===== config.mk =====
export PLATFORM = sky130hd
export DESIGN_NAME = decodeStage
export DESIGN_NICKNAME = d
export VERILOG_FILES = /design/src/design/cpuPkg.sv /design/src/design/decodeStage.sv
export SDC_FILE = /design/constraint.sdc
export NUM_CORES = 1
export LEC_CHECK = 0
export BUFFER_PORTS_ARGS = -buffer_cell sky130_fd_sc_hd__buf_2
export CORE_MARGIN = 1
export CORE_UTILIZATION = 25
export DETAILED_ROUTE_END_ITERATION = 8
export GPL_TIMING_DRIVEN = 0
export PLACE_DENSITY = 0.59
export SYNTH_ARGS = -nofsm -noshare
export SYNTH_HDL_FRONTEND = slang
export SYNTH_SLANG_ARGS = --single-unit

===== constraint.sdc =====
create_clock -name vclk -period 4.2
set_input_delay 0.42 -clock vclk [all_inputs]
set_output_delay 0.42 -clock vclk [all_outputs]
set_load 0.01 [all_outputs]

===== src/design/cpuPkg.sv =====
// Shared widths, opcodes, ALU function codes and the host address map, imported by every core module
`default_nettype none
package cpuPkg;

   localparam int DataWidth    = 16;  // Data path and register width
   localparam int RegAddrWidth = 3;   // Eight architectural registers
   localparam int ImemDepth    = 256; // Instruction memory size in 16-bit words

   // Major opcodes in instr[15:11]
   localparam logic [4:0] OpHalt  = 5'b00000;
   localparam logic [4:0] OpNop   = 5'b00001;
   localparam logic [4:0] OpJ     = 5'b00100;
   localparam logic [4:0] OpJr    = 5'b00101;
   localparam logic [4:0] OpJal   = 5'b00110;
   localparam logic [4:0] OpJalr  = 5'b00111;
   localparam logic [4:0] OpAddi  = 5'b01000;
   localparam logic [4:0] OpSubi  = 5'b01001;
   localparam logic [4:0] OpXori  = 5'b01010;
   localparam logic [4:0] OpAndni = 5'b01011;
   localparam logic [4:0] OpBeqz  = 5'b01100;
   localparam logic [4:0] OpBnez  = 5'b01101;
   localparam logic [4:0] OpBltz  = 5'b01110;
   localparam logic [4:0] OpBgez  = 5'b01111;
   localparam logic [4:0] OpLbi   = 5'b11000;
   localparam logic [4:0] OpAlu   = 5'b11011; // Register form, function in instr[1:0]

   // Function field of OpAlu, also used as the ALU operation select
   localparam logic [1:0] FnAdd  = 2'b00;
   localparam logic [1:0] FnSub  = 2'b01;
   localparam logic [1:0] FnXor  = 2'b10;
   localparam logic [1:0] FnAndn = 2'b11;

   localparam logic [RegAddrWidth-1:0] LinkReg = 3'd7; // Written by JAL and JALR

   // Host address map in byte addresses on the 12-bit APB address
   localparam logic [11:0] ImemBase   = 12'h000; // Write only, 2 bytes per word
   localparam logic [11:0] RegBase    = 12'h400; // Read only, 2 bytes per register
   localparam logic [11:0] CtrlAddr   = 12'h800; // Bit 0 written high starts a run
   localparam logic [11:0] StatusAddr = 12'h804; // Bit 0 running, bit 1 halted

endpackage
`default_nettype wire


===== src/design/decodeStage.sv =====
// Second-stage decode that picks operands, forms writeback and resolves branches and jumps
`default_nettype none
module decodeStage import cpuPkg::*; (
   input  logic [DataWidth-1:0]    instr,
   input  logic [DataWidth-1:0]    instrPc,
   input  logic                    instrValid,
   input  logic [DataWidth-1:0]    rsData,
   input  logic [DataWidth-1:0]    rtData,
   input  logic [DataWidth-1:0]    aluResult,
   output logic [RegAddrWidth-1:0] rsAddr,
   output logic [RegAddrWidth-1:0] rtAddr,
   output logic [RegAddrWidth-1:0] wrAddr,
   output logic                    wrEn,
   output logic [DataWidth-1:0]    wrData,
   output logic [DataWidth-1:0]    aluA,
   output logic [DataWidth-1:0]    aluB,
   output logic [1:0]              aluOp,
   output logic                    pcSel,
   output logic [DataWidth-1:0]    target,
   output logic                    halt
);

   logic [4:0]           op;
   logic [DataWidth-1:0] imm5, imm8, imm11;
   logic [DataWidth-1:0] pcPlus2;
   logic                 isImmAlu, isRegAlu, isLbi, isBranch, isJump, isRegJump, isLink;
   logic                 zeroFlag, signFlag, taken;

   assign op     = instr[15:11];
   assign rsAddr = instr[10:8];
   assign rtAddr = instr[7:5];

   // Sign extension for the three immediate widths
   assign imm5  = {{(DataWidth-5){instr[4]}}, instr[4:0]};
   assign imm8  = {{(DataWidth-8){instr[7]}}, instr[7:0]};
   assign imm11 = {{(DataWidth-11){instr[10]}}, instr[10:0]};

   assign pcPlus2 = instrPc + DataWidth'(2); // Link value and base of relative targets

   always_comb begin
      isImmAlu  = (op == OpAddi) || (op == OpSubi) || (op == OpXori) || (op == OpAndni);
      isRegAlu  = (op == OpAlu);
      isLbi     = (op == OpLbi);
      isBranch  = (op == OpBeqz) || (op == OpBnez) || (op == OpBltz) || (op == OpBgez);
      isJump    = (op == OpJ) || (op == OpJal);    // PC-relative, 11-bit displacement
      isRegJump = (op == OpJr) || (op == OpJalr);  // Rs plus 8-bit immediate
      isLink    = (op == OpJal) || (op == OpJalr);
   end

   // Immediate forms take Rs and the immediate, register forms Rs and Rt
   always_comb begin
      aluA = rsData;
      aluB = isRegAlu ? rtData : imm5;
      case (op)
         OpSubi:  aluOp = FnSub;
         OpXori:  aluOp = FnXor;
         OpAndni: aluOp = FnAndn;
         OpAlu:   aluOp = instr[1:0]; // Function field matches the ALU select
         default: aluOp = FnAdd;
      endcase
   end

   // Destination differs by format and links always go to the link register
   always_comb begin
      if (isLink)        wrAddr = LinkReg;
      else if (isLbi)    wrAddr = instr[10:8]; // LBI loads Rs itself
      else if (isRegAlu) wrAddr = instr[4:2];
      else               wrAddr = instr[7:5];
   end

   // Link write is forced on for JALR just as for JAL
   assign wrEn   = instrValid && (isImmAlu || isRegAlu || isLbi || isLink);
   assign wrData = isLink ? pcPlus2 : (isLbi ? imm8 : aluResult);

   // Branch conditions look only at Rs
   assign zeroFlag = (rsData == '0);
   assign signFlag = rsData[DataWidth-1];

   always_comb begin
      case (op[1:0])
         2'b00:   taken = zeroFlag;   // BEQZ
         2'b01:   taken = !zeroFlag;  // BNEZ
         2'b10:   taken = signFlag;   // BLTZ
         default: taken = !signFlag;  // BGEZ
      endcase
   end

   assign target = isRegJump ? rsData + imm8 : pcPlus2 + (isJump ? imm11 : imm8);
   assign pcSel  = instrValid && ((isBranch && taken) || isJump || isRegJump);
   assign halt   = instrValid && (op == OpHalt); // Bubbles carry NOP so never halt

   always_comb begin
      assert final (!(pcSel && halt)) else $error("Redirect and halt raised together");
   end

endmodule
`default_nettype wire


# After elaboration in Yosys (flattened, before gate mapping)
# Index checks and enable logic that the tools add are counted.
[op_classes]
n_eq_ne = 16
mux = 10
reduce_logical = 23
n_addsub = 3
[op_table]
columns = ["operator", "count"]
rows = [
  ["16-bit 2-to-1 mux", 5],
  ["5-bit by 4-bit equality test with 1-bit output (second input constant)", 8],
  ["16-bit adder", 2],
  ["5-bit by 3-bit equality test with 1-bit output (second input constant)", 4],
  ["16-bit by 2-bit adder with 16-bit output (second input constant)", 1],
  ["16-bit logical NOT", 1],
  ["1-bit logical OR", 14],
  ["5-bit equality test (second input constant)", 2],
  ["3-bit 2-to-1 mux", 3],
  ["2-bit one-hot mux with 4 select lines", 1],
  ["5-bit logical NOT", 1],
  ["1-bit logical AND", 4],
  ["1-bit one-hot mux with 3 select lines", 1],
  ["2-bit by 1-bit equality test with 1-bit output (second input constant)", 1],
  ["2-bit equality test (second input constant)", 1],
  ["1-bit logical NOT", 2],
  ["2-bit logical NOT", 1],
]
[totals]
register_bits = 0

# Longest topological paths before layout
[depth]
depth_word = 8
ltp_mapped = 13

# Worst setup path before layout
# Ideal clock, no wire load.
[synth_timing]
kind = "input to output"
from = "in instr[15]"
to = "out target[15]"
path_stages = 12
path_buffers = 2
required_ns = 3.780
arrival_ns = 3.206
path_slack_ns = 0.574
cell_sequence = "clkbuf_2 > nor4b_4 > mux2i_1 > inv_1 > ha_1 > buf_6 > a21o_1 > a2111o_1 > a2111o_1 > and3_1 > or3_1 > o31ai_1"
[synth_between]
elab_chain_cells = 5
word_cells_on_any_way = 9
cone_classes = "1 x add/sub; 4 x eq/ne; 2 x mux; 2 x reduce/logical"
[synth_lines]
columns = ["element", "line", "source"]
rows = [
  ["from (decl)", "decodeStage.sv:4", "input logic [DataWidth-1:0] instr,"],
  ["5-bit by 3-bit equality test with 1-bit output", "decodeStage.sv:45", "isJump = (op == OpJ) || (op == OpJal);"],
  ["1-bit logical OR", "decodeStage.sv:45", ""],
  ["16-bit 2-to-1 mux", "decodeStage.sv:88", "assign target = isRegJump ? rsData + imm8 : pcPlus2 + (isJump ? imm11 : imm8);"],
  ["16-bit adder", "decodeStage.sv:88", ""],
  ["16-bit 2-to-1 mux *", "decodeStage.sv:88", ""],
  ["to (decl)", "decodeStage.sv:19", "output logic [DataWidth-1:0] target,"],
]
# Every way passes the cells marked *; elsewhere a longest branch is shown, timed or not.

# Worst setup path after layout
# Ends and elaborated chain as after synthesis.

==> results.ini <==
[floorplanning]
dieHeight_um=109
fp.coreArea_um2=11000
start_util_pct=26.0
die_x_um=109
die-area_um2=11900
placement_rows=38
io_pins=159

[synthesis]
synth.avg_cell_area_um2=6.63
synth_warnings=0
synthCells=433
syn_area_um2=2870
post_synth_num_cell_types=54
yosysSeqAreaShare_pct=0
syn_nets=547

[worst_setup_path]
cp.required_ps=3780
arrival_ps=3700
critical_path_class=input pin to primary output
end_kind=primary output
cp-start-kind=input pin
cp_max_fo=8

[global_route]
grt_max_degree=16
grt_usage_pct=16.6
grt_pass1_wl_mm=15.8
overflow=0
antenna_found_initial=0
grt_pass1_vias=3355

[placement]
portBuffers=157
detailedPlace.worstSlack_ps=-94.0
gp_congestion=0.805
place_hpwl_mm=9.22

[route]
routedWlPerCell_um=14.5
drcViolationCount=0
via_count=3686
drtAntennaViolNets=0
finalWirelength_mm=10.6
drt-pass1-iter-count=6
vias_per_cell=5.01
first_iter_violations=140

[finish]
syn2layout_area_growth_pct=36.0
fin_util_pct=35.4
seq_area_um2=0
nClkBuffers=0
fillers=1230
drive_gt1_share_pct=36.4
fin_nets=712
n_sequential_cell=0
diodes=0

[power_and_ir_drop]
p_leak_nw=1.98
total_power_mw=0.552
vdd_drop_max_uv=59.2
power_density_nw_per_um2=141

[timing]
setup_ws_ps=78.6
final_max_slew_viol_count=0
max_slew.worst_pin.slew_ps=530
hold_violations=0
setup_viol=0
fmax_mhz=243
max_slew_margin_pct=64.3
finalCriticalPeriod_ps=4120
post-route-period-util_pct=98.1
tns_ps=0

[min_path]
hold_path_depth=3
hp-class=input pin to primary output

[outcome]
status=complete, no violations

[run]
cap_violations=0

## path summary, 6_finish.rpt
check / startpoint / to / slack [ps]
setup / recovery: instr[15] / target[15] / 80
hold / removal: rtData[9] / aluB[9] / 1120
## cells in the final DEF, fill, tap and decap left out, types with 2 or more instances in the layout
cell	count
nand4_1	5
mux2i_1	12
xor2_1	15
a21oi_1	49
a211oi_1	8
clkbuf_1	11
nand2_1	52
a21o_2	2
nor2_2	3
nand2b_1	6
xnor2_1	16
buf_6	3
o21a_1	2
and4_1	2
buf_4	29
nand3b_1	2
a2111o_1	3
and3_1	5
o31ai_1	3
fa_1	2
nor3b_1	2
a21o_1	23
mux2_2	3
nor4_1	6
nor2b_1	4
or2_2	5
or3_4	2
ha_1	29
ha_2	2
nor2_1	27
nor4b_1	2
o21ai_0	38
nand3_1	14
and2_1	4
nor3_1	2
o21bai_1	3
o211ai_1	6
buf_2	161
inv_1	13
o22ai_1	2
## through the flow
stage	hold slack [ps]	cell area, µm²	std cells
5_1_grt	1140	3910	736
4_1_cts	1120	3840	731
3_5_place_dp	1120	3830	730
6_report	1120	3910	736
2_1_floorplan	893	2870	433
3_3_place_gp	1110	3830	730
## layer usage
| layer | part of all wire (%) | global-route usage, % |
|---|---|---|
| met3 | 5.1 | 0.897 |
| met5 | 0 | 0 |
| met1 | 44 | 20.7 |
| met2 | 50 | 31.9 |
| met4 | 0.93 | 1.52 |
## critical path, cell delays in order
cell and delay (ps):
buf_2 160, nor4b_4 400, mux2i_2 370, inv_2 100, ha_1 310, buf_6 140, a21o_1 160, a2111o_1 420
a2111o_1 450, and3_1 180, or3_4 330, o31ai_1 80, buf_2 170
## cell type report
cell class / count / area, µm² / area share, %
timing repair buffer: 164 / 838 / 21.5
multi-input combinational: 378 / 2580 / 66.0
buffer: 40 / 260 / 6.66
inverter: 14 / 52.6 / 1.35
tap: 140 / 175 / 4.48
## what timing repair did
action / in CTS / in global routing
hold buffers: 0 / 0
resized for setup: 1 / 9
buffers inserted: 1 / 6
pin swaps: 1 / 7
endpoints found under the setup margin: 1 / 1
## power by group
group | total, mW | switching [mW] | internal, mW
registers | 0 | 0 | 0
logic | 0.552 | 0.305 | 0.247
clock network | 0 | 0 | 0
total | 0.552 | 0.305 | 0.247
## cells in the mapped netlist (2+ instances only)
cell type / count / area share, %
and3_1: 5 / 1.1
o21bai_1: 3 / 0.78
xnor2_1: 16 / 4.9
buf_4: 22 / 5.8
o211ai_1: 6 / 1.6
fa_1: 2 / 1.4
nand2b_1: 6 / 1.3
nor4_1: 6 / 1.3
or3_1: 3 / 0.65
buf_6: 3 / 1.2
o21ai_0: 38 / 6.6
o21a_1: 2 / 0.52
o31ai_1: 3 / 0.78
nor4b_1: 2 / 0.61
a211oi_1: 8 / 2.1
nand3_1: 14 / 2.4
clkbuf_1: 11 / 1.4
and4_1: 2 / 0.61
buf_2: 3 / 0.52
ha_1: 31 / 14
mux2i_1: 13 / 4.5
nand2_1: 52 / 6.8
o22ai_1: 2 / 0.44
nor2b_1: 4 / 0.87
or2_2: 6 / 1.3
a2111o_1: 3 / 1.2
a21o_2: 2 / 0.61
nand4_1: 5 / 1.1
xor2_1: 15 / 4.6
mux2_2: 3 / 1.2
a21o_1: 23 / 6.0
clkbuf_2: 2 / 0.35
and2_1: 4 / 0.87
nor2_1: 29 / 3.8
nor3b_1: 2 / 0.52
a21oi_1: 49 / 8.5
inv_1: 14 / 1.8
nand3b_1: 2 / 0.52
nor3_1: 2 / 0.35
## cells by family after synthesis
kind of cell             count (synthesis)  synth area share [%]
XOR/XNOR                                32                  10.2
AND/OR/NAND/NOR                        151                  26.8
buffers and inverters                   55                  11.1
AO/OA/AOI/OAI                          146                  31.3
adder cells (fa/ha/maj)                 33                  14.9
multiplexers                            16                  5.71
Note: power is estimated with default switching activity, not from simulation.
