[src/design/cpuPkg.sv]
// Shared widths, opcodes, ALU function codes and the host address map, imported by every core module
`default_nettype none
package cpuPkg;

   localparam int DataWidth    = 16;  // Data path and register width
   localparam int RegAddrWidth = 3;   // Eight architectural registers
   localparam int ImemDepth    = 256; // Instruction memory size in 16-bit words

   // Major opcodes in instr[15:11]
   localparam logic [4:0] OpHalt  = 5'b00000;
   localparam logic [4:0] OpNop   = 5'b00001;
   localparam logic [4:0] OpJ     = 5'b00100;
   localparam logic [4:0] OpJr    = 5'b00101;
   localparam logic [4:0] OpJal   = 5'b00110;
   localparam logic [4:0] OpJalr  = 5'b00111;
   localparam logic [4:0] OpAddi  = 5'b01000;
   localparam logic [4:0] OpSubi  = 5'b01001;
   localparam logic [4:0] OpXori  = 5'b01010;
   localparam logic [4:0] OpAndni = 5'b01011;
   localparam logic [4:0] OpBeqz  = 5'b01100;
   localparam logic [4:0] OpBnez  = 5'b01101;
   localparam logic [4:0] OpBltz  = 5'b01110;
   localparam logic [4:0] OpBgez  = 5'b01111;
   localparam logic [4:0] OpLbi   = 5'b11000;
   localparam logic [4:0] OpAlu   = 5'b11011; // Register form, function in instr[1:0]

   // Function field of OpAlu, also used as the ALU operation select
   localparam logic [1:0] FnAdd  = 2'b00;
   localparam logic [1:0] FnSub  = 2'b01;
   localparam logic [1:0] FnXor  = 2'b10;
   localparam logic [1:0] FnAndn = 2'b11;

   localparam logic [RegAddrWidth-1:0] LinkReg = 3'd7; // Written by JAL and JALR

   // Host address map in byte addresses on the 12-bit APB address
   localparam logic [11:0] ImemBase   = 12'h000; // Write only, 2 bytes per word
   localparam logic [11:0] RegBase    = 12'h400; // Read only, 2 bytes per register
   localparam logic [11:0] CtrlAddr   = 12'h800; // Bit 0 written high starts a run
   localparam logic [11:0] StatusAddr = 12'h804; // Bit 0 running, bit 1 halted

endpackage
`default_nettype wire

[src/design/regFile.sv]
// Eight-entry register file with two core read ports, a host debug read port and one write port
`default_nettype none
module regFile import cpuPkg::*; (
   input  logic                    clk,
   input  logic                    rst,
   input  logic [RegAddrWidth-1:0] rsAddr,
   input  logic [RegAddrWidth-1:0] rtAddr,
   input  logic [RegAddrWidth-1:0] wrAddr,
   input  logic [RegAddrWidth-1:0] dbgAddr,
   input  logic                    wrEn,
   input  logic [DataWidth-1:0]    wrData,
   output logic [DataWidth-1:0]    rsData,
   output logic [DataWidth-1:0]    rtData,
   output logic [DataWidth-1:0]    dbgData
);

   logic [DataWidth-1:0] regs [2**RegAddrWidth];

   // Writeback lands at the edge that closes the instruction's cycle
   always_ff @(posedge clk) begin
      if (rst) begin
         for (int i = 0; i < 2**RegAddrWidth; i++) begin
            regs[i] <= '0; // Programs may rely on a clean register file
         end
      end else if (wrEn) begin
         regs[wrAddr] <= wrData;
      end
   end

   // Reads see the old value during the writing cycle, which is what a
   // single-stage execute expects since the write lands after the read
   assign rsData  = regs[rsAddr];
   assign rtData  = regs[rtAddr];
   assign dbgData = regs[dbgAddr]; // Host view, only meaningful once halted

   // Once reset has been held for a cycle the fetch register is empty, so
   // decode must not be requesting writes
   assert property (@(posedge clk) (rst && $past(rst)) |-> !wrEn)
      else $error("Register write requested during reset");

endmodule
`default_nettype wire

[config.mk]
export PLATFORM = sky130hd
export DESIGN_NAME = regFile
export DESIGN_NICKNAME = d
export VERILOG_FILES = /design/src/design/cpuPkg.sv /design/src/design/regFile.sv
export SDC_FILE = /design/constraint.sdc
export NUM_CORES = 1
export LEC_CHECK = 0
export BUFFER_PORTS_ARGS = -buffer_cell sky130_fd_sc_hd__buf_2
export CAP_MARGIN = 10
export CORE_ASPECT_RATIO = 0.5
export CORE_MARGIN = 1.5
export CORE_UTILIZATION = 25
export DETAILED_ROUTE_END_ITERATION = 16
export HOLD_SLACK_MARGIN = 0.08
export PLACE_DENSITY = 0.45
export SLEW_MARGIN = 30
export SYNTH_ARGS = -nofsm -noshare
export SYNTH_HDL_FRONTEND = slang
export SYNTH_SLANG_ARGS = --single-unit
[constraint.sdc]
create_clock -name clk -period 6.8 [get_ports clk]
set_clock_uncertainty 0.15 [all_clocks]
set_input_delay 0.34 -clock clk [delete_from_list [all_inputs] [get_ports clk]]
set_output_delay 0.34 -clock clk [all_outputs]
set_load 0.01 [all_outputs]
=== Word level (Yosys, flattened, before mapping) ===
Memories as Yosys holds them, arrays and structs flattened.
Index checks and enable logic that the tools add are counted.

* Multiplexer cells: 8
* Reductions and logical operators: 1

{| class="wikitable"
|+ Operators with widths
! operator !! count
|-
| two-way mux 16 bit || 1
|-
| OR reduction 16 bit || 1
|-
| two-way mux 1 bit || 6
|-
| two-way mux 3 bit || 1
|}

* Register bits: 0
* RAM bits: 128
* Bits of input ports: 31
* Logic and storage cells: 10
* Memories: 1

{| class="wikitable"
|+ Memory list
! memory !! words !! bits a word !! read ports !! clocked after Yosys merged registers in !! write ports !! RTL line !! text
|-
| regs || 8 || 16 || 3 || 0 || 8 || regFile.sv:17 || <nowiki>logic [DataWidth-1:0] regs [2**RegAddrWidth];</nowiki>
|}

=== Depth between registers and ports, before layout ===
Gate-level depths: netlist (run 1).

* Depth in word-level cells: 5
* Depth in mapped cells: 5
* Gate-level depth less buffers: 2

=== Worst setup path after synthesis (run 1) ===
Ideal clock, no wire load.

* Kind: input to register
* From: input port wrAddr[1]
* To: memory regs[4][0] (enable)
* Arrival: 1966 ps
* Required time: 6258 ps
* Slack: 4292 ps
* Stages on the path: 5
* Buffers on the path: 3
* Cells stage by stage: or3b_1 clkbuf_1 buf_6 buf_4 o21bai_1

{| class="wikitable"
|+ RTL lines
! element !! RTL line !! text
|-
| from (decl) || regFile.sv:8 || <nowiki>input logic [RegAddrWidth-1:0] wrAddr,</nowiki>
|-
| to (decl) || regFile.sv:17 ||
|}

=== Final worst setup path (run 1) ===
* From: input port rtAddr[0]
* To: output port rtData[0]

* Cells in the longest elaborated chain, start to end: 1

{| class="wikitable"
|+ Ends and longest elaborated chain
! element !! RTL line !! text
|-
| from (decl) || regFile.sv:7 || <nowiki>input logic [RegAddrWidth-1:0] rtAddr,</nowiki>
|-
| memory read (8 x 16 bit) || - ||
|-
| to (decl) || regFile.sv:13 || <nowiki>output logic [DataWidth-1:0] rtData,</nowiki>
|}

Every way passes these cells.

==> summary.txt, run 1 <==
Status
  – Status: finished, final reports clean

STA
  – Worst rel slew slack: a little over a third
  – Max-slew violations: 0
  – Fmax: 404 MHz
  – RSZ-0062 raised after global routing: false
  – Final Critical Period: 2.47 ns
  – Final Cycle Share: a little over a third
  – Worst-margin pin slew: 0.959 ns
  – Fin. Hold Viols: 0
  – # setup viols final: 0
  – Setup TNS: 0 ns

Global route
  – Grt ovf: 0
  – Pin count of the biggest net entering global routing: 69
  – First-pass GRT wire length: roughly 34000 microns
  – Gr usage total: ~14%
  – Antenna violations before repair: 3
  – Vias in the first global route: between 5000 and 6000

Floorplan
  – Core Box Area: 0.0316 sq mm
  – Die height: approximately 130 microns
  – Die width: 256 microns
  – Number of I/O pins: a little under 80
  – Initial Utilization: 25.4%
  – Die ar.: 0.0332 sq mm
  – Placement row count: 46

Yosys
  – Gate count of the mapped netlist: 487
  – Synth unique cells: 19
  – Synth Area in Compound Gates: less than 1%
  – Post-Syn Nets: between 500 and 600
  – Most area-consuming cells after synthesis: edfxtp_1 (48%), mux4_1 (28%), nor3_1 (7.6%)
  – Post-synthesis mux area share: 37.6%
  – Synth Area in XOR/XNOR: 0%
  – Post-Syn Area per Cell: 16.5 sq um
  – Post-Synth Simple-Gate Area: just under 9%
  – Synth Register Bits: 128
  – Yosys top cell by area: edfxtp_1
  – Yosys Warn Count: 0
  – Seq/Total Area, Yosys: between 40% and 50%
  – Mapped Area: approximately 0.008 sq mm
  – Area share of the largest cell type after synthesis: 47.9%
  – Largest family of logic cells by synthesized area: multiplexers
  – Adder-cell share of the synthesized area: 0%

Pwr
  – Net Sw Frac: between 20% and 30%
  – Switching pwr: 0.570 mW
  – Clock group share of total power: between 40% and 50%
  – Share of total power in combinational logic: around 16%
  – PD cells: 238 mW/mm^2
  – P_int: 1.66 mW
  – Leakage power: 3.15 nW
  – Max VDD drop: 0.000184 V
  – Sequential share of power: 42.7%

Clock tree
  – CTS H-tree depth: 4
  – Clock Pin Slew Worst Setup and Hold Paths: 0.06 ns
  – CTS tree: done
  – Total CTS buffers: 17
  – CTS Buffer Depth: 2
  – Hold buffer count at cts: 0
  – Cts repair resizes: 0
  – Clk sink count: 128
  – Post-CTS Setup Bufs: 0
  – Root buffer cell: clkbuf_16

Placed design
  – Final HPWL DP: 13400 microns
  – Number of I/O port buffers: 78
  – Placer Congestion: 0.713
  – Placed Instances: 950

Layout
  – Fin util: about 30%
  – Share of cells above drive strength 1: 35.1%
  – Area growth syn-to-layout: 16.9%
  – Post-layout nets: between 500 and 600
  – Regs by FF count: regs x128
  – Biggest register: regs
  – Final Non-Filler Cells: 983
  – Max reg flops: 128

Detailed routing
  – Vias per Instance: about 5.0
  – DRC violation count after routing: 0
  – Pre-Repair DR Iteration Count: 4
  – Final wirelength: 23200 microns
  – Drt first-iter violations: 273
  – Post-route ant nets: 0
  – WL per Instance: 23.6 microns
  – Routed via count: 4924

Critical path
  – Crit path arrival time: approximately 2 ns
  – CP required: 6.31 ns
  – WS Path Type: in2out
  – Crit path max fanout: 32
  – CP startpoint kind: input pin
  – Critical Path End Type: primary output

Run
  – Maxcap violations: 0

Worst hold path
  – Hold EP: regs[4][14]
  – Worst Hold Class: in2reg
  – Hold Path Depth: 3
  – Hold_sp: wrData[14]
[power groups by stage]
stage               Clock [mW]  Combinational, mW  Sequential (mW)
floorplan                    0              0.242            0.953
global placement             0              0.357            0.969
detailed placement           0              0.361            0.970
CTS                      0.935              0.362            0.954
global route             0.964              0.379            0.961
finish                   0.923              0.355            0.954
[critical path, cell delays in order]
cell and delay, ns:
buf_4 0.51, mux4_1 0.64, mux2_2 0.31, buf_2 0.15
[cells in the mapped netlist]
| cell | number |
|---|---|
| nor3_2 | 6 |
| clkbuf_1 | 25 |
| nor3_1 | 122 |
| nand3b_1 | 1 |
| o21bai_1 | 8 |
| clkinv_1 | 16 |
| buf_1 | 13 |
| buf_2 | 1 |
| buf_6 | 14 |
| or2_2 | 1 |
| mux4_2 | 12 |
| mux2_2 | 48 |
| edfxtp_1 | 128 |
| nand2_1 | 1 |
| clkbuf_2 | 3 |
| mux4_1 | 84 |
| nand2b_1 | 2 |
| or3b_1 | 1 |
| buf_4 | 1 |
[metal layers]
metal / GRT usage (%) / share of wire [%] / up-vias
li1: - / - / 2208
met1: 17.8 / 43 / 2535
met2: 24.2 / 49 / 141
met3: 2.68 / 5.3 / 36
met4: 5.88 / 2.5 / 4
met5: 0 / 0.091 / -
[through the flow]
step | hold slack (ns) | setup WS [ns] | power (mW) | area [sq um]
finish | 0.237 | 4.33 | 2.23 | 9370
global placement | 0.670 | 3.89 | 1.33 | 8730
global route | 0.260 | 4.29 | 2.30 | 9370
detailed placement | 0.674 | 4.21 | 1.33 | 8770
floorplan | 0.519 | 4.29 | 1.20 | 8020
CTS | 0.225 | 4.33 | 2.25 | 9370
[worst max-delay path by stage]
stage,start,endpoint,slack [ns],cells past startpoint
global route,rtAddr[0],rtData[0],4.29,4
CTS,rtAddr[0],rtData[0],4.33,4
global placement,rst,regs[0][12],3.89,4
detailed placement,rst,regs[0][12],4.21,4
floorplan,wrAddr[1],regs[4][0],4.29,5
finish,rtAddr[0],rtData[0],4.33,4
[cell usage in the layout (no fill, tap or decap)]
cell type   instances
nor3_2              6
nand2b_1            2
buf_4              13
or3b_2              1
buf_2              75
o21bai_4            5
diode_2             1
mux4_2             12
mux4_1             84
edfxtp_1          128
clkinv_4            3
clkinv_2            1
nand3b_1            1
nand2_1             1
nor3_1            122
bufinv_16           3
o21bai_2            3
clkinvlp_4          5
or2_2               1
clkbuf_16          17
mux2_2             48
clkinv_1           19
[cell families after synthesis]
kind of cell,after synthesis
flip-flops,128
AND/OR/NAND/NOR,134
buffers and inverters,73
AO/OA/AOI/OAI,8
multiplexers,144
[cell type report]
type	instances	area, sq um
fillers	3139	22200
diodes	1	2.50
multi-input cells	286	3850
clock inverters	15	170
inverters	16	60.1
flip-flops and latches	128	3840
clock buffers	17	425
repair buffers	88	473
well taps	432	541
Note: power is estimated with default switching activity, not from simulation.
==> inputs of run 2 (changes only) <==
clock period = 2.35 ns   (was 6.8 ns; I/O delays follow)
==> run 2 against run 1 <==
  * Clock power grew to 3.0 times the previous value
  * Worst setup slack lost 4.1 ns
  * Worst hold slack lost 0.098 ns
  * First-iteration DRC count grew 38%
  * Critical path depth shrank 1
  * Cell area grew 4.2%
  * Combinational power grew to 3.1 times the previous value
  * Power grew to 3.0 times the previous value
  * Routed wire length grew 3.3%
  * Largest power group unchanged
  * Highest routed layer unchanged
==> summary.txt, run 2 (synthesis results as in run 1) <==
STA
  – Setup TNS: 0 ns (unchanged)
  – Fin. Hold Viols: 0 (unchanged)
  – RSZ-0062 raised after global routing: false (unchanged)
  – Fmax: around 470 MHz
  – Hold Slack: 0.139 ns (was 0.237 ns)
  – Final Cycle Share: 89.7%
  – Worst rel slew slack: 56.6% (was 36.1%)
  – Final Critical Period: 2.11 ns
  – Setup ws final: 0.242 ns (was 4.33 ns)
  – # setup viols final: 0 (unchanged)
  – Worst-margin pin slew: 0.651 ns (was 0.959 ns)
  – Max-slew violations: 0 (unchanged)

Critical path
  – CP required: 2.08 ns (was 6.31 ns)
  – Critical Path End Type: primary output (unchanged)
  – Crit path max fanout: 3 (was 32)
  – Slowest cell on crit path: mux4_1 (unchanged)
  – WS Path Type: reg2out (was in2out)
  – Worst-path cell chain: mux4_1 > mux2_2 > buf_2 (was buf_4 > mux4_1 > mux2_2 > buf_2)
  – Crit path arrival time: 1.84 ns (was 1.98 ns)
  – Worst path max stage delay: 0.54 ns (was 0.64 ns)
  – CP startpoint kind: register (was input pin)

Layout
  – Area growth syn-to-layout: 21.7% (was 16.9%)
  – Regs by FF count: regs x128 (unchanged)
  – Design area: 0.00976 sq mm (was 0.00937 sq mm)
  – Biggest register: regs (unchanged)
  – Post-layout nets: 609 (was 568)
  – FILL cells: 3116 (was 3139)
  – Most frequent cells in the layout: edfxtp_1 (128), nor3_1 (122), mux4_1 (84) (unchanged)
  – Commonest non-fill, non-tap cell in the layout: edfxtp_1 (unchanged)
  – Share of cells above drive strength 1: 37.2% (was 35.1%)
  – Area taken by multi-input logic gates: 0.00382 sq mm (was 0.00385 sq mm)
  – Sequential cell area: 0.00384 sq mm (unchanged)
  – Max reg flops: 128 (unchanged)

Clock tree
  – Total CTS buffers: 17 (unchanged)
  – Root buffer cell: clkbuf_16 (unchanged)
  – Clock Pin Slew Worst Setup and Hold Paths: 0.06 ns (about the same)
  – Cts repair resizes: 0 (unchanged)
  – CTS H-tree depth: 4 (unchanged)
  – CTS Buffer Depth: 2 (unchanged)
  – CTS tree: done (unchanged)
  – Clk sink count: 128 (unchanged)

Detailed routing
  – Drt first-iter violations: 377 (was 273)
  – Post-route ant nets: 0 (unchanged)
  – WL per Instance: 23.4 microns (was 23.6 microns)
  – Routed via count: 5256 (was 4924)
  – Final wirelength: 24000 microns (was 23200 microns)
  – Vias per Instance: 5.13 (was 5.01)
  – Pre-Repair DR Iteration Count: 5 (was 4)
  – DRC violation count after routing: 0 (unchanged)

Floorplan
  – Die width: 256 microns (unchanged)
  – Die ar.: 0.0332 sq mm (unchanged)
  – Die height: 130 microns (unchanged)
  – Core Box Area: 0.0316 sq mm (unchanged)
  – Number of I/O pins: 79 (unchanged)
  – Initial Utilization: 25.4% (unchanged)
  – Placement row count: 46 (unchanged)

Global route
  – Gr usage total: 14.8% (was 14.2%)
  – First-pass GRT wire length: 35900 microns (was 34100 microns)
  – Pin count of the biggest net entering global routing: 47 (was 69)
  – Vias in the first global route: 5448 (was 5171)
  – Antenna violations before repair: 2 (was 3)
  – Grt ovf: 0 (unchanged)

Worst hold path
  – Hold_sp: rst (was wrData[14])
  – Worst Hold Class: in2reg (unchanged)
  – Hold Path Depth: 3 (unchanged)
  – Hold EP: regs[4][7] (was regs[4][14])

Placed design
  – Number of I/O port buffers: 78 (unchanged)
  – Final HPWL DP: 15200 microns (was 13400 microns)
  – Placer Congestion: 0.744 (was 0.713)
  – Dpl ws: 0.446 ns (was 4.21 ns)
  – Placed Area: 0.00899 sq mm (was 0.00877 sq mm)

Pwr
  – Max VDD drop: 0.000529 V (was 0.000184 V)
  – Leakage power: 3.37 nW (was 3.15 nW)
  – PD cells: 677 mW/mm^2 (was 238 mW/mm^2)
  – Power Total: 6.61 mW (was 2.23 mW)

Run
  – Maxcap violations: 0 (unchanged)

Status
  – Status: finished, final reports clean (unchanged)
## run 2: repair_timing
item | 4_1_cts | 5_1_grt
setup endpoints to repair | 0 | 0
hold buffers | 16 | 0
setup buffers | 0 | 0
endpoints found under the hold margin | 126 | 0
## run 2: layer usage
layer  wire length, microns  up-vias  GRT usage (%)
li1                       -     2288              -
met1                  10500     2794           19.1
met2                  11900      140           25.4
met3                   1160       32           2.78
met4                    395        2           4.39
met5                     13        -              0
## run 2: critical path: cells and delay by family, from the launching register on
family	cells	cell delay, ns
mux	2	0.83
flops	1	0.44
buf+inv	1	0.14
## run 2: through the flow
| step | utilization, % | std cells |
|---|---|---|
| 6_report | 30.9 | 1024 |
| 5_1_grt | 30.9 | 1023 |
| 4_1_cts | 30.9 | 1023 |
| 3_5_place_dp | 28.5 | 975 |
| 3_3_place_gp | 28.5 | 975 |
| 2_1_floorplan | - | 487 |
## run 2: final cells by class
class	count	area share (%)
Inverter	16	0.615
Antenna cell	1	0.0256
Tap cell	432	5.54
Clock buffer	18	4.40
Multi-Input combinational cell	286	39.1
Timing Repair Buffer	129	9.10
Sequential cell	128	39.4
Clock inverter	14	1.85
## run 2: power breakdown
group,internal [mW],leakage (nW),switching (mW)
Sequential,2.66,1.23,0.101
Combinational,0.543,1.86,0.549
Clock,1.68,0.285,1.07
## run 2: worst max-delay path by stage
stage	from	to
3_3_place_gp	rst	regs[7][11]
4_1_cts	regs[3][9]	rsData[9]
6_report	regs[5][3]	dbgData[3]
3_5_place_dp	rst	regs[7][7]
2_1_floorplan	wrAddr[1]	regs[4][0]
5_1_grt	regs[5][3]	dbgData[3]
