==> src/design/cpuPkg.sv <==
// Shared widths, opcodes, ALU function codes and the host address map, imported by every core module
`default_nettype none
package cpuPkg;

   localparam int DataWidth    = 16;  // Data path and register width
   localparam int RegAddrWidth = 3;   // Eight architectural registers
   localparam int ImemDepth    = 256; // Instruction memory size in 16-bit words

   // Major opcodes in instr[15:11]
   localparam logic [4:0] OpHalt  = 5'b00000;
   localparam logic [4:0] OpNop   = 5'b00001;
   localparam logic [4:0] OpJ     = 5'b00100;
   localparam logic [4:0] OpJr    = 5'b00101;
   localparam logic [4:0] OpJal   = 5'b00110;
   localparam logic [4:0] OpJalr  = 5'b00111;
   localparam logic [4:0] OpAddi  = 5'b01000;
   localparam logic [4:0] OpSubi  = 5'b01001;
   localparam logic [4:0] OpXori  = 5'b01010;
   localparam logic [4:0] OpAndni = 5'b01011;
   localparam logic [4:0] OpBeqz  = 5'b01100;
   localparam logic [4:0] OpBnez  = 5'b01101;
   localparam logic [4:0] OpBltz  = 5'b01110;
   localparam logic [4:0] OpBgez  = 5'b01111;
   localparam logic [4:0] OpLbi   = 5'b11000;
   localparam logic [4:0] OpAlu   = 5'b11011; // Register form, function in instr[1:0]

   // Function field of OpAlu, also used as the ALU operation select
   localparam logic [1:0] FnAdd  = 2'b00;
   localparam logic [1:0] FnSub  = 2'b01;
   localparam logic [1:0] FnXor  = 2'b10;
   localparam logic [1:0] FnAndn = 2'b11;

   localparam logic [RegAddrWidth-1:0] LinkReg = 3'd7; // Written by JAL and JALR

   // Host address map in byte addresses on the 12-bit APB address
   localparam logic [11:0] ImemBase   = 12'h000; // Write only, 2 bytes per word
   localparam logic [11:0] RegBase    = 12'h400; // Read only, 2 bytes per register
   localparam logic [11:0] CtrlAddr   = 12'h800; // Bit 0 written high starts a run
   localparam logic [11:0] StatusAddr = 12'h804; // Bit 0 running, bit 1 halted

endpackage
`default_nettype wire

==> src/design/executeUnit.sv <==
// Combinational ALU shared by the immediate and register arithmetic forms
`default_nettype none
module executeUnit import cpuPkg::*; (
   input  logic [DataWidth-1:0] aluA,
   input  logic [DataWidth-1:0] aluB,
   input  logic [1:0]           aluOp,
   output logic [DataWidth-1:0] aluResult
);

   logic [DataWidth-1:0] sum;
   logic [DataWidth-1:0] diff;
   logic [DataWidth-1:0] parity;
   logic [DataWidth-1:0] masked;

   // A is always Rs, B is the immediate or Rt

   assign sum    = aluA + aluB;
   assign diff   = aluB - aluA; // WISC subtracts Rs from the other operand
   assign parity = aluA ^ aluB;
   assign masked = aluA & ~aluB; // Clears in Rs the bits set in B

   always_comb begin
      case (aluOp)
         FnAdd:   aluResult = sum;
         FnSub:   aluResult = diff;
         FnXor:   aluResult = parity;
         FnAndn:  aluResult = masked;
         default: aluResult = sum; // Only reachable with X on the select
      endcase
   end

endmodule
`default_nettype wire

==> config.mk <==
export PLATFORM = sky130hd
export DESIGN_NAME = executeUnit
export DESIGN_NICKNAME = d
export VERILOG_FILES = /design/src/design/cpuPkg.sv /design/src/design/executeUnit.sv
export SDC_FILE = /design/constraint.sdc
export NUM_CORES = 1
export LEC_CHECK = 0
export ABC_AREA = 1
export BUFFER_PORTS_ARGS = -buffer_cell sky130_fd_sc_hd__buf_2
export CAP_MARGIN = 20
export CORE_MARGIN = 2
export CORE_UTILIZATION = 45
export DETAILED_ROUTE_END_ITERATION = 10
export PLACE_DENSITY = 0.72
export SLEW_MARGIN = 5
export SYNTH_ARGS = -nofsm -noshare
export SYNTH_HDL_FRONTEND = slang
export SYNTH_SLANG_ARGS = --single-unit
export TNS_END_PERCENT = 5
==> constraint.sdc <==
create_clock -name vclk -period 4.7
set_clock_uncertainty 0.15 [all_clocks]
set_input_delay 0.94 -clock vclk [all_inputs]
set_output_delay 0.94 -clock vclk [all_outputs]
set_load 0.01 [all_outputs]
# Yosys cells after proc, flatten, opt, wreduce, memory -nomap -nowiden
# Index checks and enable logic that the tools add are counted.
# word_totals
regBits	0
inputBits	34
out_inout_bits	16
word_cells	10
# classes
add_sub_neg	2
n_eq_ne	3
mux	1
n_bitwise	3
reduce_logical	1
# ops
operator	n
case mux 16 bit (4 select lines)	1
adder 16 bit	1
AND 16 bit	1
inverter 16 bit	1
subtractor 16 bit	1
XOR 16 bit	1
== test 2 bit, second input constant	2
== test 2 x 1 -> 1 bit, second input constant	1
logical NOT 2 bit	1

# Depth between registers and ports, before layout
# Gate-level depths: netlist of run 1.
# depth
word_depth	3
mapped_depth	21
mapped_depth_nobuf	21

# Least setup slack after synthesis of run 1
# Ideal clock, no wire load.
# synth_timing
path_kind	input to output
start	in aluA[0]
end	out aluResult[11]
arrival_ns	2.877
required_ns	3.610
slack_ns	0.733
stages	18
path_buffers	0
path_cell_list	inv_1 ha_1 inv_1 nor3_2 inv_1 o21ai_0 xnor2_1 inv_1 ha_1 nand2_2 inv_1 a21oi_1 nand2_2 a21oi_2 inv_1 nand2_1 nand3_1 nand2_1
# synth_via
elab_chain_len	2
word_cells_on_any_way	3
classes_between	add/sub: 2; mux: 1
# synth_rtl
element	line_no	rtl
from (decl)	executeUnit.sv:4	input logic [DataWidth-1:0] aluA,
subtractor 16 bit / adder 16 bit (equally long branches)	executeUnit.sv:18, executeUnit.sv:17	
case mux 16 bit (4 select lines) *	executeUnit.sv:23	case (aluOp)
to (decl)	executeUnit.sv:7	output logic [DataWidth-1:0] aluResult
# Every way passes the cells marked *; elsewhere a longest branch is shown, timed or not.

# Worst setup path after layout of run 1
# layout_timing
start	in aluA[0]
end	out aluResult[15]
# Same word-level chain as after synthesis.

==> results of run 1 <==
==> what timing repair did <==
action / CTS / global route
setup endpoints to repair: 0 / 2
setup buffers: 0 / 0
gates resized for setup: 0 / 2
==> layout make-up <==
cell class	instances	share of cell area
multi-input cells	255	0.744
repair buffers	51	0.123
inverters	56	0.103
well taps	50	0.0300
==> power breakdown <==
group | internal [mW] | total, mW | leakage, nW | switching (mW)
clock | 0 | 0 | 0 | 0
sequential | 0 | 0 | 0 | 0
combinational | 0.116 | 0.296 | 1.20 | 0.181
total | 0.116 | 0.296 | 1.20 | 0.181
==> path summary, 6_finish.rpt <==
kind | from | endpoint | slack, ns
max | aluA[0] | aluResult[15] | 0.36
min | aluA[0] | aluResult[0] | 2.16
==> metal layers <==
metal	vias up	part of all wire	track usage
met3	2	0.033	0.00500
met5	-	0	0
met4	0	0.0021	0.00510
li1	1115	-	-
met1	941	0.48	0.322
met2	33	0.48	0.375
==> cells by family (layout without fill, tap and decap cells) <==
group	after synthesis	count (layout)	share of synthesized area
AOI/OAI and AO/OA	61	61	0.200
xor gates and xnor gates	14	14	0.0677
adders and majority gates	33	33	0.232
buffers and inverters	61	107	0.146
and+or+nand+nor	147	147	0.354
==> tightest hold or removal path: cells and delay by family <==
kind	cells	cell delay, ns
buffers and inverters	2	0.24
adders and majority gates	1	0.12
AOI/OAI and AO/OA	1	0.07
==> metrics by stage <==
step	std cells	power, mW	utilization
5_1_grt	412	0.339	0.530
2_1_floorplan	316	0.208	-
6_report	412	0.296	0.530
4_1_cts	412	0.296	0.528
3_3_place_gp	412	0.289	0.528
3_5_place_dp	412	0.294	0.528
==> cells in the mapped netlist <==
library cell / number / area (um2)
nand2_2: 4 / 25.0
or2_4: 1 / 8.76
inv_1: 51 / 191
o221ai_1: 1 / 8.76
inv_2: 3 / 11.3
o21ai_0: 19 / 95.1
o21ai_4: 1 / 16.3
o21bai_1: 5 / 37.5
nor2_1: 22 / 82.6
nor3_2: 2 / 20.0
nand2_4: 1 / 11.3
nand2_1: 92 / 345
fa_1: 1 / 20.0
nor2_2: 2 / 12.5
buf_6: 4 / 45.0
nand3_1: 13 / 65.1
a21oi_1: 21 / 105
nor2_4: 1 / 11.3
clkinv_1: 1 / 3.75
o21ai_2: 1 / 8.76
a21oi_2: 1 / 8.76
or2_2: 1 / 6.26
nand3b_1: 2 / 15.0
o21a_1: 1 / 7.51
nand3_2: 1 / 10.0
ha_1: 32 / 400
o21bai_2: 1 / 11.3
nand4_1: 3 / 18.8
inv_6: 1 / 8.76
xnor2_1: 9 / 78.8
xor2_1: 5 / 43.8
nor3_1: 2 / 10.0
o21ai_1: 5 / 25.0
o211ai_1: 5 / 37.5
buf_2: 1 / 5.00
==> layout by cell type (no fill, tap or decap), types with 6 or more instances in the layout <==
cell type	n
nor2_1	22
a21oi_1	21
o21ai_0	18
inv_1	51
o21ai_1	6
xnor2_1	9
nand3_1	13
nand2_1	92
buf_2	50
ha_1	32
==> results.json, run 1 <==
{
  "clkbuf_count": 0,
  "fmax_mhz": 230,
  "tns_ns": 0,
  "min_period_ns": 4.34,
  "syn_area_per_cell_um2": 5.73,
  "syn_to_final_growth_pct": 15.3,
  "row_count": 23,
  "critPathKind": "in -> out",
  "crit_top_cell": "nand2_1",
  "timing.critical_path.buf_inv": 5,
  "setup_viol": 0,
  "crit_slowest_cell": "ha_1",
  "yosysUniqueCellTypes": 35,
  "hpwl_um": 4100,
  "via_per_inst": 5.08,
  "seq_cell_count": 0,
  "synth_seq_area_share": 0,
  "dr.pass1.iters": 4,
  "hold-path-cell-count": 4,
  "post-place-ws_ns": 0.316,
  "max_cap_violations": 0,
  "drv_slew": 0,
  "p_leak_nw": 1.20,
  "routed-via-count": 2091,
  "cp.required_ns": 3.61,
  "synth_nets": 383,
  "status": "finished clean",
  "fin_hold_ws_ns": 2.16,
  "tightest_slew_ns": 0.536,
  "drc": 0,
  "ant_nets": 0,
  "syn_inst": 316,
  "drt-initial-drc-count": 97,
  "slowest_delay_ns": 0.38,
  "cp-end-kind": "primary output",
  "dpl_cell_area_mm2": 0.00208,
  "grt_overflow_total": 0,
  "timing.final.crit_share": 0.923,
  "rsz0062_at_grt": "no",
  "fill_cells": 431,
  "wire_per_inst_um": 11.5,
  "relSlewSlack": 0.640,
  "worstHoldPathType": "in -> out",
  "die_height_um": 67.5,
  "antenna_found_initial": 0,
  "hold_viol_final": 0,
  "drive_above_1_share": 0.199,
  "crit_family": "simple AND/OR/NAND/NOR gates",
  "grt_max_degree": 18,
  "io_pins": 50,
  "multi_input_area_mm2": 0.00155,
  "yosysWarnings": 0,
  "die_x_um": 67.5,
  "cp-start-kind": "input pin",
  "first_global_vias": 1811,
  "antenna_cells": 0,
  "final_cell_area_mm2": 0.00209,
  "die_area_mm2": 0.00455,
  "irDropWorstVdd_v": 0.0000668,
  "wl_um": 4730,
  "track_usage": 0.219,
  "holdBufCountCts": 0,
  "regArea_um2": 0,
  "place.gp.congestion": 0.867,
  "arrival_ns": 3.25,
  "path_depth": 22,
  "start_util": 0.460,
  "cp_cell_sequence": "buf_2 -> inv_1 -> ha_1 -> inv_1 -> nor3_4 -> nand4_1 -> xnor2_1 -> nand2_1 -> o21ai_0 -> ha_1 -> nand2_1 -> nand2_1 -> nand2_1 -> nand2_1 -> inv_1 -> nand2_1 -> a21oi_1 -> nand2_1 -> nand2_1 -> nand2_1 -> nand2_1 -> buf_2",
  "syn_area_mm2": 0.00181,
  "fin_ws_ns": 0.360,
  "io_buffers": 50,
  "crit_fanout": 6,
  "p_per_area_mw_per_mm2": 142,
  "num-nets-final": 431,
  "grt_pass1_wl_um": 7930,
  "coreArea_mm2": 0.00394
}
(Power assumes the default switching activity.)
==> run 2, diff against run 1 <==
--- a/config.mk
+++ b/config.mk
@@ -6,13 +6,12 @@
 export NUM_CORES = 1
 export LEC_CHECK = 0
 export ABC_AREA = 1
-export BUFFER_PORTS_ARGS = -buffer_cell sky130_fd_sc_hd__buf_2
+export BUFFER_PORTS_ARGS = -buffer_cell sky130_fd_sc_hd__buf_4
 export CAP_MARGIN = 20
 export CORE_MARGIN = 2
 export CORE_UTILIZATION = 45
 export DETAILED_ROUTE_END_ITERATION = 10
 export PLACE_DENSITY = 0.72
-export SLEW_MARGIN = 5
 export SYNTH_ARGS = -nofsm -noshare
 export SYNTH_HDL_FRONTEND = slang
 export SYNTH_SLANG_ARGS = --single-unit
==> constraint.sdc (replaced) <==
create_clock -name vclk -period 5.3
set_clock_uncertainty 0.15 [all_clocks]
set_input_delay 1.06 -clock vclk [all_inputs]
set_output_delay 1.06 -clock vclk [all_outputs]
set_load 0.01 [all_outputs]
==> run 2 against run 1 <==
Compared with the run above:
- sequential share of layout area did not move
- final cell count is 0.24% lower
- final area is 5.3% higher
- sequential cell count stayed put
- power down 4.7%
- global-route usage increased by 1.9 points
- via count increased by 0.24%
- critical path type unchanged
- worst setup slack gained 0.32 ns
- combinational power decreased by 5%
- clock-buffer cell count is the same
- hold slack better by 0.22 ns
==> results.json, run 2 (synthesis results as in run 1) <==
{
  "via_per_inst": 5.10,
  "holdBufCountCts": 0,
  "relSlewSlack": 0.614,
  "seq_cell_count": 0,
  "die_x_um": 67.5,
  "track_usage": 0.238,
  "die_area_mm2": 0.00455,
  "place.gp.congestion": 0.856,
  "crit_fanout": 5,
  "syn_to_final_growth_pct": 21.4,
  "die_height_um": 67.5,
  "timing.critical_path.buf_inv": 6,
  "arrival_ns": 3.41,
  "fmax_mhz": 216,
  "min_period_ns": 4.62,
  "cp-start-kind": "input pin",
  "timing.final.crit_share": 0.873,
  "drv_slew": 0,
  "slowest_delay_ns": 0.33,
  "final_common_cell": "nand2_1",
  "dr.pass1.iters": 4,
  "power.total_mw": 0.282,
  "cts_resized": 0,
  "irDropWorstVdd_v": 0.0000613,
  "cp_cell_sequence": "buf_4 -> inv_1 -> ha_1 -> inv_1 -> nor3_2 -> nand2_1 -> inv_1 -> a21oi_1 -> xor2_1 -> inv_1 -> ha_1 -> a21oi_1 -> nand2_1 -> nand2_1 -> nand2_1 -> a21oi_1 -> nand2_1 -> nand2_1 -> nand2_1 -> nand2_1 -> buf_4",
  "crit_family": "simple AND/OR/NAND/NOR gates",
  "grt_max_degree": 18,
  "worstHoldPathType": "in -> out",
  "row_count": 23,
  "cp.required_ns": 4.09,
  "clkbuf_count": 0,
  "dpl_cell_area_mm2": 0.00220,
  "grt_pass1_wl_um": 8450,
  "cts_setup_buffers": 0,
  "max_cap_violations": 0,
  "hold_viol_final": 0,
  "wire_per_inst_um": 12.1,
  "p_leak_nw": 1.24,
  "start_util": 0.460,
  "final_cell_mix": "92 x nand2_1, 51 x inv_1, 50 x buf_4",
  "wl_um": 4970,
  "io_buffers": 50,
  "routed-via-count": 2096,
  "multi_input_area_mm2": 0.00155,
  "crit_slowest_cell": "ha_1",
  "tns_ns": 0,
  "cp-end-kind": "primary output",
  "critPathKind": "in -> out",
  "antenna_found_initial": 0,
  "drc": 0,
  "coreArea_mm2": 0.00394,
  "ant_nets": 0,
  "antenna_cells": 0,
  "hpwl_um": 4250,
  "tightest_slew_ns": 0.575,
  "p_per_area_mw_per_mm2": 128,
  "io_pins": 50,
  "fill_cells": 427,
  "drt-initial-drc-count": 101,
  "first_global_vias": 1960,
  "status": "finished clean",
  "regArea_um2": 0,
  "crit_top_cell": "nand2_1",
  "setup_viol": 0,
  "drive_above_1_share": 0.197,
  "grt_overflow_total": 0,
  "final_cell_area_mm2": 0.00220,
  "rsz0062_at_grt": "no",
  "num-nets-final": 430
}
[run 2: cell types whose count changed in the layout (fill, tap and decap cells not counted)]
cell / previous run / this run
buf_2: 50 / 0
buf_4: 1 / 50
nor3_2: 1 / 2
nor3_4: 1 / 0
o21ai_0: 18 / 19
o21ai_1: 6 / 5
[run 2: metal layers]
metal	vias to the layer above	GRT usage	wire length, um
met4	0	0.0204	0
met1	937	0.338	2370
met5	-	0	0
met3	0	0.00333	252
met2	50	0.416	2350
li1	1109	-	-
[run 2: path summary, 6_finish.rpt]
check	start	endpoint	slack, ns	cells past startpoint
setup / recovery	aluA[0]	aluResult[15]	0.68	21
hold / removal	aluOp[1]	aluResult[10]	2.38	3
[run 2: where the power goes]
group | leakage (nW) | internal, mW | switching, mW
logic | 1.24 | 0.120 | 0.162
registers | 0 | 0 | 0
clock network | 0 | 0 | 0
total | 1.24 | 0.120 | 0.162
[run 2: area by class of cell]
type                       instances  area share
inverter                          56      0.0978
multi-input combinational        255       0.703
tap                               50      0.0284
timing repair buffer              50       0.171
[run 2: metrics by stage]
step / std cells / setup WS (ns) / hold WS, ns / utilization
2_1_floorplan: 316 / 1.09 / 2.19 / -
3_3_place_gp: 411 / 0.712 / 2.38 / 0.558
3_5_place_dp: 411 / 0.674 / 2.39 / 0.558
4_1_cts: 411 / 0.664 / 2.38 / 0.558
5_1_grt: 411 / 0.313 / 2.40 / 0.558
6_report: 411 / 0.676 / 2.38 / 0.558
==> run 3, diff against run 2 <==
--- a/config.mk
+++ b/config.mk
@@ -5,7 +5,6 @@
 export SDC_FILE = /design/constraint.sdc
 export NUM_CORES = 1
 export LEC_CHECK = 0
-export ABC_AREA = 1
 export BUFFER_PORTS_ARGS = -buffer_cell sky130_fd_sc_hd__buf_4
 export CAP_MARGIN = 20
 export CORE_MARGIN = 2
==> run 3 against run 2 <==
Compared with the run above:
- synthesized cell count is 17% lower
- sequential share of layout area stayed put
- final area is 3.4% higher
- largest power group unchanged
- critical path type unchanged
- routed wire length fell by 6.9%
==> results.json, run 3 <==
{
  "routed-via-count": 1918,
  "gr-max-usage-layer": "met2",
  "fill_cells": 368,
  "row_count": 22,
  "worstHoldPathType": "in -> out",
  "cts_setup_buffers": 0,
  "netlist.area_leader.share": 0.223,
  "max_cap_violations": 0,
  "relSlewSlack": 0.747,
  "fmax_mhz": 196,
  "cp-start-kind": "input pin",
  "start_util": 0.480,
  "cp_cell_sequence": "buf_4 -> or4_4 -> nor3_4 -> nand2_1 -> o31ai_2 -> xor2_1 -> ha_1 -> nand2_1 -> o21ai_2 -> mux2i_1 -> a21oi_2 -> and3_1 -> nor4_2 -> buf_4",
  "grt_overflow_total": 0,
  "yosys-top-cells-area": "ha_1 22%, inv_1 6.9%, mux2i_1 6.7%",
  "syn_inst": 262,
  "place.gp.congestion": 0.868,
  "die_area_mm2": 0.00452,
  "final_cell_mix": "59 x buf_4, 33 x inv_1, 31 x ha_1",
  "clkbuf_count": 0,
  "synth_most_common_cell": "inv_1",
  "final_common_cell": "buf_4",
  "coreArea_mm2": 0.00374,
  "synthTopCellsByCount": "33 x inv_1, 32 x ha_1, 30 x nand2_1",
  "num-nets-final": 380,
  "track_usage": 0.206,
  "min_period_ns": 5.11,
  "hpwl_um": 3930,
  "crit_family": "simple AND/OR/NAND/NOR gates",
  "grtUsageMet1": 0.287,
  "yosysUniqueCellTypes": 52,
  "dr.pass1.iters": 4,
  "hold_viol_final": 0,
  "pwr-share-comb": 1.000,
  "post-place-ws_ns": 0.132,
  "clkPwrFrac": 0,
  "seq_cell_count": 0,
  "grt_max_degree": 31,
  "cts_resized": 0,
  "grt_pass1_wl_um": 7500,
  "seq_power_share": 0,
  "io_pins": 50,
  "p_sw_frac": 0.526,
  "power.internal_mw": 0.145,
  "slowest_delay_ns": 0.56,
  "cp-end-kind": "primary output",
  "syn_to_final_growth_pct": 26.4,
  "drc": 0,
  "status": "finished clean",
  "met2_usage": 0.368,
  "synth_nets": 329,
  "first_global_vias": 1692,
  "wl_um": 4620,
  "critPathKind": "in -> out",
  "cp.required_ns": 4.09,
  "die_x_um": 67.2,
  "syn_area_per_cell_um2": 6.86,
  "via_per_inst": 5.34,
  "arrival_ns": 3.90,
  "ant_nets": 0,
  "io_buffers": 50,
  "syn_area_mm2": 0.00180,
  "p_per_area_mw_per_mm2": 135,
  "fin_ws_ns": 0.194,
  "irDropWorstVdd_v": 0.0000677,
  "crit_fanout": 5,
  "drive_above_1_share": 0.235,
  "p_switching_mw": 0.161,
  "utilization": 0.607,
  "dp_cells": 359,
  "power.total_mw": 0.306,
  "antenna_cells": 0,
  "use_met3": 0.00333,
  "antenna_found_initial": 0,
  "instances_no_fill": 359,
  "regArea_um2": 0,
  "yosysWarnings": 0,
  "drv_slew": 0,
  "synth_seq_area_share": 0,
  "wire_per_inst_um": 12.9,
  "tightest_slew_ns": 0.376,
  "setup_viol": 0,
  "timing.critical_path.buf_inv": 2,
  "holdBufCountCts": 0,
  "p_leak_nw": 1.18,
  "drt-initial-drc-count": 80,
  "yosysTopAreaCell": "ha_1",
  "crit_slowest_cell": "or4_4",
  "timing.final.crit_share": 0.963,
  "die_height_um": 67.2
}
## run 3: path summary, 6_finish.rpt
check | end | from | slack, ns | cells past startpoint
setup / recovery | aluResult[15] | aluA[8] | 0.19 | 14
hold / removal | aluResult[5] | aluOp[1] | 2.32 | 3
## run 3: worst min-delay path, cell delays in order
cell and delay, ns:
buf_4 0.12, o21ai_0 0.08, buf_4 0.14
## run 3: power groups by stage
stage	Clock, mW	Combinational (mW)	Sequential (mW)
floorplan	0	0.195	0
global placement	0	0.296	0
detailed placement	0	0.300	0
CTS	0	0.301	0
global route	0	0.341	0
finish	0	0.306	0
## run 3: per-stage QoR
step           instance area (um2)  setup TNS (ns)  hold slack, ns
2_1_floorplan                 1800               0            2.16
3_3_place_gp                  2230               0            2.32
3_5_place_dp                  2230               0            2.32
4_1_cts                       2230               0            2.32
5_1_grt                       2270         -0.0495            2.34
6_report                      2270               0            2.32
## run 3: routing by layer
metal	part of all wire	wire length, um
met2	0.46	2140
met4	0.0080	37
met5	0	0
met3	0.042	195
met1	0.49	2250
## run 3: logic make-up (layout without fill, tap and decap cells)
logic type,after synthesis,after routing,synth area share
compound gates,72,72,0.266
xor+xnor,21,21,0.102
buf+inv,43,92,0.107
mux,13,13,0.0731
fa+ha+maj,33,33,0.234
simple gates,80,80,0.218
## run 3: cell type report
cell class	count	area, um2	share of cell area
timing repair buffer	59	443	0.195
inverter	33	124	0.0545
tap	48	60.1	0.0264
multi-input combinational	219	1650	0.724
